$ cat src/common/rgmii_defines.svh
`ifndef RGMII_DEFINES_SVH
`define RGMII_DEFINES_SVH

// ddr lanes, rxd[3:0] first and rx_ctl on the top lane
`define RGMII_LANES 5

// receive fifo entries, kept a power of two so the pointers wrap on their own
`define RX_FIFO_DEPTH 16

// fifo pointer width, log2 of the depth
`define RX_FIFO_PTR_W 4

// credits granted to the consumer after reset
`define RX_CREDITS 4

// credit counter width, must hold RX_CREDITS
`define RX_CREDIT_W 3

// input cell flavour: "xilinx", "altera", "gowin" or "generic"
`define RGMII_VENDOR "generic"

`endif

$ cat src/common/frame_pkg.sv
package frame_pkg;

    // framer states
    typedef enum logic [1:0] {
        ST_IDLE,      // waiting for rx valid
        ST_PREAMBLE,  // inside 0x55 run, looking for sfd
        ST_PAYLOAD,   // after sfd, crc running
        ST_DISCARD    // bad start, sit out the rest of the burst
    } framer_state_e;

    // preamble and start-of-frame delimiter bytes
    localparam logic [7:0] PREAMBLE_BYTE = 8'h55;
    localparam logic [7:0] SFD_BYTE      = 8'hD5;

    // reflected crc-32, lsb first as bytes arrive on the wire
    localparam logic [31:0] CRC_POLY = 32'hEDB88320;

    // register preset at the start of every frame
    localparam logic [31:0] CRC_INIT = 32'hFFFFFFFF;

    // raw register value after data plus a good fcs, no final inversion
    localparam logic [31:0] CRC_RESIDUE = 32'hDEBB20E3;

endpackage

$ cat src/common/rgmii_pkg.sv
package rgmii_pkg;

    // speed code as sent in the in-band status nibble
    typedef enum logic [1:0] {
        SPEED_10   = 2'b00,
        SPEED_100  = 2'b01,
        SPEED_1000 = 2'b10,
        SPEED_RSVD = 2'b11
    } speed_e;

    // in-band status nibble, rxd[0] is link and rxd[3] is duplex
    typedef struct packed {
        logic   duplex;  // 1 = full duplex
        speed_e speed;
        logic   link;    // 1 = link up
    } inband_status_t;

    // one received word
    // while rx valid is high it is a frame byte; between frames, with
    // valid and error both low, each nibble carries a copy of the status
    typedef union packed {
        logic [7:0]            data;
        inband_status_t [1:0]  status;  // [0] rising nibble, [1] falling nibble
    } rgmii_word_u;

endpackage

$ cat src/design/iddr.sv
`timescale 1ns/1ps

module iddr #(
    parameter VENDOR = "generic"
) (
    input  logic clk_i,
    input  logic d_i,
    output logic q1_o,
    output logic q2_o
);

    logic rise_q;
    logic fall_q;
    logic q1_q;
    logic q2_q;

    always_ff @(posedge clk_i) begin
        rise_q <= d_i;
    end

    always_ff @(negedge clk_i) begin
        fall_q <= d_i;  // second half of the bit pair
    end

    // pair lands together one rising edge later
    always_ff @(posedge clk_i) begin
        q1_q <= rise_q;
        q2_q <= fall_q;
    end

    assign q1_o = q1_q;
    assign q2_o = q2_q;

endmodule

$ cat src/design/rgmii_rx_decoder.sv
`timescale 1ns/1ps
`include "rgmii_defines.svh"

module rgmii_rx_decoder (
    input  logic                    clk_i,
    input  logic                    rst_i,
    input  logic [`RGMII_LANES-1:0] rise_i,
    input  logic [`RGMII_LANES-1:0] fall_i,
    output logic [7:0]              byte_o,
    output logic                    dv_o,
    output logic                    er_o,
    output logic                    link_up_o,
    output rgmii_pkg::speed_e       link_speed_o,
    output logic                    full_duplex_o
);
    import rgmii_pkg::*;

    localparam int CTL = `RGMII_LANES - 1;  // control lane index

    rgmii_word_u    word;
    inband_status_t status;
    logic           rx_dv;
    logic           rx_er;

    always_comb begin
        word.data = {fall_i[CTL-1:0], rise_i[CTL-1:0]};  // high nibble on fall
        status    = word.status[0];
        rx_dv     = rise_i[CTL];
        rx_er     = rise_i[CTL] ^ fall_i[CTL];  // fall carries dv xor er
    end

    always_ff @(posedge clk_i) begin
        if (rst_i) begin
            dv_o          <= 1'b0;
            er_o          <= 1'b0;
            link_up_o     <= 1'b0;
            link_speed_o  <= SPEED_10;
            full_duplex_o <= 1'b0;
        end else begin
            dv_o <= rx_dv;
            er_o <= rx_er;
            // interframe word carries the phy's link status
            if (!rx_dv && !rx_er) begin
                link_up_o     <= status.link;
                link_speed_o  <= status.speed;
                full_duplex_o <= status.duplex;
            end
        end
    end

    always_ff @(posedge clk_i) begin
        if (rx_dv) begin
            byte_o <= word.data;  // only frame bytes go forward
        end
    end

endmodule

$ cat src/design/rgmii_rx_framer.sv
`timescale 1ns/1ps

module rgmii_rx_framer (
    input  logic       clk_i,
    input  logic       rst_i,
    input  logic [7:0] byte_i,
    input  logic       dv_i,
    input  logic       er_i,
    output logic       wr_en_o,
    output logic [7:0] wr_data_o,
    output logic       wr_last_o,
    output logic       wr_err_o
);
    import frame_pkg::*;

    localparam int LINE_LEN = 5;  // fcs bytes plus the held last byte

    framer_state_e state_q;
    logic [7:0]    line_q [LINE_LEN];
    logic [2:0]    fill_q;
    logic          line_full;
    logic [31:0]   crc_q;
    logic [31:0]   crc_next;
    logic          err_seen_q;

    function automatic logic [31:0] crc_byte(input logic [31:0] crc, input logic [7:0] data);
        logic [31:0] c;
        c = crc ^ {24'd0, data};
        for (int i = 0; i < 8; i++) begin
            c = c[0] ? ((c >> 1) ^ CRC_POLY) : (c >> 1);
        end
        return c;
    endfunction

    assign crc_next  = crc_byte(crc_q, byte_i);
    assign line_full = (fill_q == 3'(LINE_LEN));

    // delay line, [0] newest and [LINE_LEN-1] oldest
    always_ff @(posedge clk_i) begin
        if (state_q == ST_PAYLOAD && dv_i) begin
            line_q[0] <= byte_i;
            for (int i = 1; i < LINE_LEN; i++) begin
                line_q[i] <= line_q[i-1];
            end
        end
    end

    always_ff @(posedge clk_i) begin
        if (state_q == ST_PAYLOAD && line_full) begin
            wr_data_o <= line_q[LINE_LEN-1];
        end
    end

    always_ff @(posedge clk_i) begin
        if (rst_i) begin
            state_q    <= ST_IDLE;
            fill_q     <= '0;
            crc_q      <= CRC_INIT;
            err_seen_q <= 1'b0;
            wr_en_o    <= 1'b0;
            wr_last_o  <= 1'b0;
            wr_err_o   <= 1'b0;
        end else begin
            wr_en_o   <= 1'b0;
            wr_last_o <= 1'b0;
            wr_err_o  <= 1'b0;
            case (state_q)
                ST_IDLE: begin
                    if (dv_i) begin
                        state_q <= (byte_i == PREAMBLE_BYTE) ? ST_PREAMBLE : ST_DISCARD;
                    end
                end
                ST_PREAMBLE: begin
                    fill_q     <= '0;  // fresh frame state while waiting for sfd
                    crc_q      <= CRC_INIT;
                    err_seen_q <= 1'b0;
                    if (!dv_i) begin
                        state_q <= ST_IDLE;
                    end else if (byte_i == SFD_BYTE) begin
                        state_q <= ST_PAYLOAD;
                    end else if (byte_i != PREAMBLE_BYTE) begin
                        state_q <= ST_DISCARD;
                    end
                end
                ST_PAYLOAD: begin
                    if (dv_i) begin
                        crc_q      <= crc_next;
                        err_seen_q <= err_seen_q | er_i;
                        if (line_full) begin
                            wr_en_o <= 1'b1;  // oldest byte cannot be fcs any more
                        end else begin
                            fill_q <= fill_q + 3'd1;
                        end
                    end else begin
                        // runts never fill the line and vanish here
                        if (line_full) begin
                            wr_en_o   <= 1'b1;
                            wr_last_o <= 1'b1;
                            wr_err_o  <= (crc_q != CRC_RESIDUE) || err_seen_q;
                        end
                        state_q <= ST_IDLE;
                    end
                end
                ST_DISCARD: begin
                    if (!dv_i) begin
                        state_q <= ST_IDLE;
                    end
                end
                default: state_q <= ST_IDLE;
            endcase
        end
    end

endmodule

$ cat src/design/rgmii_rx_top.sv
`timescale 1ns/1ps
`include "rgmii_defines.svh"

module rgmii_rx_top (
    input  logic              clk_i,
    input  logic              rst_i,
    input  logic [3:0]        rgmii_rxd_i,
    input  logic              rgmii_rx_ctl_i,
    input  logic              credit_i,
    output logic              rx_valid_o,
    output logic [7:0]        rx_data_o,
    output logic              rx_last_o,
    output logic              rx_err_o,
    output logic [7:0]        drop_count_o,
    output logic              link_up_o,
    output rgmii_pkg::speed_e link_speed_o,
    output logic              full_duplex_o
);

    logic [`RGMII_LANES-1:0] pin_d;
    logic [`RGMII_LANES-1:0] lane_rise;
    logic [`RGMII_LANES-1:0] lane_fall;
    logic [7:0]              dec_byte;
    logic                    dec_dv;
    logic                    dec_er;
    logic                    fr_wr_en;
    logic [7:0]              fr_wr_data;
    logic                    fr_wr_last;
    logic                    fr_wr_err;

    assign pin_d = {rgmii_rx_ctl_i, rgmii_rxd_i};  // ctl on the top lane

    generate
        for (genvar i = 0; i < `RGMII_LANES; i++) begin : g_lane
            iddr #(
                .VENDOR(`RGMII_VENDOR)
            ) iddr_inst (
                .clk_i(clk_i),
                .d_i  (pin_d[i]),
                .q1_o (lane_rise[i]),
                .q2_o (lane_fall[i])
            );
        end
    endgenerate

    rgmii_rx_decoder decoder_inst (
        .clk_i        (clk_i),
        .rst_i        (rst_i),
        .rise_i       (lane_rise),
        .fall_i       (lane_fall),
        .byte_o       (dec_byte),
        .dv_o         (dec_dv),
        .er_o         (dec_er),
        .link_up_o    (link_up_o),
        .link_speed_o (link_speed_o),
        .full_duplex_o(full_duplex_o)
    );

    rgmii_rx_framer framer_inst (
        .clk_i    (clk_i),
        .rst_i    (rst_i),
        .byte_i   (dec_byte),
        .dv_i     (dec_dv),
        .er_i     (dec_er),
        .wr_en_o  (fr_wr_en),
        .wr_data_o(fr_wr_data),
        .wr_last_o(fr_wr_last),
        .wr_err_o (fr_wr_err)
    );

    rx_credit_fifo fifo_inst (
        .clk_i       (clk_i),
        .rst_i       (rst_i),
        .wr_en_i     (fr_wr_en),
        .wr_data_i   (fr_wr_data),
        .wr_last_i   (fr_wr_last),
        .wr_err_i    (fr_wr_err),
        .credit_i    (credit_i),
        .rx_valid_o  (rx_valid_o),
        .rx_data_o   (rx_data_o),
        .rx_last_o   (rx_last_o),
        .rx_err_o    (rx_err_o),
        .drop_count_o(drop_count_o)
    );

endmodule

$ cat src/design/rx_credit_fifo.sv
`timescale 1ns/1ps
`include "rgmii_defines.svh"

module rx_credit_fifo (
    input  logic       clk_i,
    input  logic       rst_i,
    input  logic       wr_en_i,
    input  logic [7:0] wr_data_i,
    input  logic       wr_last_i,
    input  logic       wr_err_i,
    input  logic       credit_i,
    output logic       rx_valid_o,
    output logic [7:0] rx_data_o,
    output logic       rx_last_o,
    output logic       rx_err_o,
    output logic [7:0] drop_count_o
);

    localparam int PTR_W = `RX_FIFO_PTR_W;
    localparam int CRD_W = `RX_CREDIT_W;
    localparam logic [PTR_W:0]   DEPTH       = `RX_FIFO_DEPTH;
    localparam logic [CRD_W-1:0] MAX_CREDITS = `RX_CREDITS;

    logic [9:0]       mem_q [`RX_FIFO_DEPTH];  // {err, last, data}
    logic [PTR_W-1:0] wr_ptr_q;
    logic [PTR_W-1:0] rd_ptr_q;
    logic [PTR_W:0]   count_q;
    logic [CRD_W-1:0] credit_q;
    logic             full;
    logic             empty;
    logic             wr_ok;
    logic             beat;

    assign full  = (count_q == DEPTH);
    assign empty = (count_q == '0);
    assign wr_ok = wr_en_i && !full;
    assign beat  = !empty && (credit_q != '0);  // one beat costs one credit

    assign rx_valid_o = beat;
    assign {rx_err_o, rx_last_o, rx_data_o} = mem_q[rd_ptr_q];

    always_ff @(posedge clk_i) begin
        if (wr_ok) begin
            mem_q[wr_ptr_q] <= {wr_err_i, wr_last_i, wr_data_i};
        end
    end

    always_ff @(posedge clk_i) begin
        if (rst_i) begin
            wr_ptr_q     <= '0;
            rd_ptr_q     <= '0;
            count_q      <= '0;
            credit_q     <= MAX_CREDITS;
            drop_count_o <= '0;
        end else begin
            if (wr_ok) begin
                wr_ptr_q <= wr_ptr_q + 1'b1;  // wraps at depth
            end
            if (beat) begin
                rd_ptr_q <= rd_ptr_q + 1'b1;
            end
            case ({wr_ok, beat})
                2'b10:   count_q <= count_q + 1'b1;
                2'b01:   count_q <= count_q - 1'b1;
                default: ;
            endcase
            // beat and returned credit together cancel
            case ({beat, credit_i})
                2'b10: credit_q <= credit_q - 1'b1;
                2'b01: begin
                    if (credit_q != MAX_CREDITS) begin
                        credit_q <= credit_q + 1'b1;
                    end
                end
                default: ;
            endcase
            if (wr_en_i && full && drop_count_o != 8'hFF) begin
                drop_count_o <= drop_count_o + 8'd1;  // line side never waits
            end
        end
    end

endmodule

$ cat config.mk
export PLATFORM = sky130hd
export DESIGN_NAME = rgmii_rx_top
export DESIGN_NICKNAME = d
export VERILOG_FILES = /design/src/common/frame_pkg.sv /design/src/common/rgmii_pkg.sv /design/src/design/iddr.sv /design/src/design/rgmii_rx_decoder.sv /design/src/design/rgmii_rx_framer.sv /design/src/design/rgmii_rx_top.sv /design/src/design/rx_credit_fifo.sv
export VERILOG_INCLUDE_DIRS = /design/src /design/src/common
export SDC_FILE = /design/constraint.sdc
export NUM_CORES = 1
export LEC_CHECK = 0
export BUFFER_PORTS_ARGS = -buffer_cell sky130_fd_sc_hd__buf_4
export CAP_MARGIN = 20
export CORE_MARGIN = 4
export CORE_UTILIZATION = 55
export CTS_BUF_LIST = sky130_fd_sc_hd__clkbuf_4
export CTS_CLUSTER_SIZE = 25
export DETAILED_ROUTE_END_ITERATION = 12
export PLACE_DENSITY = 0.72
export RECOVER_POWER = 25
export SLEW_MARGIN = 0
export SYNTH_ARGS = -nofsm -noshare
export SYNTH_HDL_FRONTEND = slang
export SYNTH_HIERARCHICAL = 1
export SYNTH_SLANG_ARGS = --single-unit
$ cat constraint.sdc
create_clock -name clk_i -period 4.79 [get_ports clk_i]
set_input_delay 0.2395 -clock clk_i [delete_from_list [all_inputs] [get_ports clk_i]]
set_output_delay 0.2395 -clock clk_i [all_outputs]
set_load 0.1 [all_outputs]
==> qor_table.md <==
| Parameter | Reported |
| --- | --- |
| Aggregate global routing overflow | 0 |
| Max Fclk | 0.322 GHz |
| Biggest fanout along the worst timing path | 8 |
| Part of the power in combinational logic | 23.9% |
| Violation count after the first detailed-route iteration | 440 |
| Synth Flop Type | edfxtp_1 |
| Placed Cells incl. Taps | 1072 |
| Number of max-cap violations | 0 |
| Overall power of the completed layout | 6.79 mW |
| Internal power | 4.71 mW |
| Count of H-tree levels built during CTS | 3 |
| Area added between synthesis and finish | 13.0% |
| Worst path setup slack after routing | 1690 ps |
| Quantity of gates resized following cts | 0 |
| Count of unresolved DRC violations after routing | 0 |
| Clock latency on the worst-skew pair | 670 ps |
| Run status | completed |
| Vias in the first global route | 7183 |
| Synth cell types | 68 |
| Unrepaired setup endpoints after global routing | no |
| EDFF count, synth | 216 |
| Proportion of total power due to net switching | 30.7% |
| Standard cell area after detailed placement | 0.0128 mm^2 |
| Max-slew headroom | 27.2% |
| Flip-flop and latch count after synthesis | 311 |
| Largest net degree at the start of global routing | 56 |
| Fraction of registers with async set/reset | 0% |
| Final clock period utilization by the worst path | 64.7% |
| Starting density of the core | 56.2% |
| Clock sink count | 311 |
| Critical path type | reg -> reg |
| Via total after detailed routing | 6762 |
| HPWL after DPL | 14500 um |
| Via density per instance | 5.53 |
| Final weighted congestion of routability-driven global placement | 0.881 |
| Final setup viols | 0 |
| Die Outline Area | 0.0249 mm^2 |
| Number of antenna violations at the first check in global routing | 1 |
| Timing startpoint of the critical path | fifo_inst/count_q[1] |
| Hold-fix buffer count after cts | 7 |
| Total routing resource utilization after global routing | 18.8% |
| CTS clk-pin slew, worst paths | 70 ps |
| Core Footprint | 0.0220 mm^2 |
| Die span in y | 158 um |
| Instance count of the mapped netlist | 788 |
| Avg Synthesized Cell Area | 15.7 um^2 |
| Number of buffers on the longest clock path | 3 |
| Power per cell area | 488 mW/mm^2 |
| Post CTS Setup Buffer Count | 0 |
| Clock root buffer master | clkbuf_4 |
| Clock share of power | 31.3% |
| Worst flop-to-flop path startpoint | fifo_inst/count_q[1] |
| Arrival time of the worst setup path | 3670 ps |
| Pre-CTS setup slack | 1760 ps |
| Worst Min Path Start | rgmii_rxd_i[2] |
| Leakage power | 4.88 nW |
| Count of placed standard cells in the final layout, fillers left out | 1222 |
| NetSw | 2.09 mW |
| Setup slack of the worst register-to-register path | 1690 ps |
| Final antenna-violating net count | 0 |
| Floorplan die width | 158 um |
| Number of CTS-inserted buffers | 77 |
| Yosys synthesis warning count | 6 |
| Final Core Density | 63.5% |
| Mapped cell area | 0.0123 mm^2 |
| Max-slew violation count | 0 |
| Final net count | 905 |
| Total detailed-routing wirelength | 22300 um |
| Final count of hold timing violations | 0 |
| Worst setup SP type | register |
| Worst Hold Class | in -> reg |
| Slew at the pin closest to its max-slew limit | 1090 ps |
| Synthesized Nets | 810 |
| Drt first pass iters | 5 |
| TritonCTS clock tree | done |
| Setup tns final | 0 ps |
| Row cnt | 54 |
| Tmin final | 3100 ps |
| Peak supply drop | 0.235 mV |
| Worst clock skew | 35.8 ps |
| Sequential-to-total area share from yosys stat | 68.0% |
| Data required time of the worst path | 5350 ps |
| Crit end category | register |
| Top-level port count | 31 |
| Final Instance Area | 0.0139 mm^2 |
| First-pass GRT wire length | 36700 um |
| Proportion of layout cells with a drive suffix above 1 | 24.9% |
| Worst hold slack across all endpoints | 240 ps |
| Portion of total power attributed to sequential cells | 44.8% |
| WL per Instance | 18.2 um |
| Total of buffers placed on input and output ports | 30 |
## critical path: stages, from the launching register on
cell and delay [ps]:
dfxtp_1 410, or4_1 720, o21ai_4 280, inv_1 120, ha_1 330, xor2_1 190
ha_1 240, a21oi_1 160, xor2_1 100, or3_1 320, a21oi_1 150
## state kept, by name, summed over array words and instances (netlist names), 4 cells and up, named ones only
| name | cells |
|---|---|
| fifo_inst/drop_count_o | 8 |
| decoder_inst/byte_o | 8 |
| fifo_inst/wr_ptr_q | 4 |
| framer_inst/crc_q | 32 |
| fifo_inst/rd_ptr_q | 4 |
| framer_inst/wr_data_o | 8 |
| g_lane.iddr_inst/rise_q | 5 |
| fifo_inst/count_q | 5 |
| g_lane.iddr_inst/q2_o | 5 |
| g_lane.iddr_inst/q1_o | 5 |
| fifo_inst/mem_q | 160 |
| g_lane.iddr_inst/fall_q | 5 |
| framer_inst/line_q | 40 |
## cells in the final DEF (no fill, tap or decap), types with 26 or more instances in the layout
master and n:
a21oi_1 32, mux4_2 40, clkbuf_4 116, xnor2_1 35, nand2_1 26, dfxtp_1 93, edfxtp_1 216, xor2_1 28
buf_4 34, nor2_1 69
## power by group through the flow
| stage | clock [mW] | combinational [mW] | sequential, mW |
|---|---|---|---|
| 4_1_cts | 2.21 | 1.52 | 3.12 |
| 3_5_place_dp | 0.0131 | 1.51 | 3.18 |
| 3_3_place_gp | 0.0131 | 1.46 | 3.17 |
| 6_report | 2.13 | 1.62 | 3.04 |
| 2_1_floorplan | 0.0131 | 1.37 | 3.03 |
| 5_1_grt | 2.35 | 1.76 | 3.06 |
## final cells by class
class | count | area, um^2
clock inverter | 30 | 164
clock buffer | 111 | 833
fill | 1595 | 8030
antenna | 2 | 5.00
inverter | 11 | 41.3
timing repair buffer | 50 | 433
multi-input combinational | 427 | 3720
sequential | 311 | 8390
tap | 280 | 350
## final timing paths
kind / end / depth (start not counted)
max: fifo_inst/count_q[2] / 10
min: g_lane[2].iddr_inst/rise_q / 2
min reg2reg: g_lane[0].iddr_inst/q1_o / 0
max reg2reg: fifo_inst/count_q[2] / 10
## Yosys cell counts (4+ instances only)
| cell type | number | share of area, % |
|---|---|---|
| xnor3_1 | 4 | 0.73 |
| mux2i_1 | 8 | 0.65 |
| xnor2_1 | 35 | 2.5 |
| ha_1 | 13 | 1.3 |
| xor2_1 | 28 | 2.0 |
| nand3_1 | 6 | 0.24 |
| nand4_1 | 8 | 0.41 |
| o311ai_0 | 4 | 0.28 |
| o211ai_1 | 9 | 0.55 |
| nor2b_1 | 7 | 0.36 |
| buf_1 | 4 | 0.12 |
| xnor2_2 | 8 | 1.1 |
| or3_1 | 6 | 0.30 |
| inv_1 | 16 | 0.49 |
| edfxtp_1 | 216 | 53 |
| or2_2 | 5 | 0.25 |
| nand2_1 | 26 | 0.79 |
| dfxtp_1 | 95 | 15 |
| a22oi_1 | 20 | 1.2 |
| nor2_1 | 69 | 2.1 |
| nor3_1 | 23 | 0.93 |
| xnor2_4 | 5 | 1.1 |
| mux4_2 | 40 | 7.3 |
| buf_2 | 6 | 0.24 |
| o21ai_0 | 13 | 0.53 |
| clkbuf_1 | 18 | 0.55 |
| a21oi_1 | 32 | 1.3 |
## logic make-up (layout without fill, tap and decap cells)
group                    after synthesis  count (layout)  synth area share, %
AO/OA/AOI/OAI                        100             100                 5.45
XOR/XNOR                              81              81                 7.57
adder cells (fa/ha/maj)               14              14                 1.48
buffers and inverters                 50             202                 1.86
flip-flops                           311             311                 68.0
multiplexers                          49              49                 8.05
other                                  0               2                    0
AND/OR/NAND/NOR                      183             183                 7.59
## layer usage
layer  routed length (um)  global-route usage [%]  up-vias
met5                    0                       0        -
met4                  385                    6.55        0
met3                 1100                    4.57       38
met2                11700                    33.1      193
met1                 9090                    22.6     3294
li1                     -                       -     3237
(Power assumes the default switching activity.)
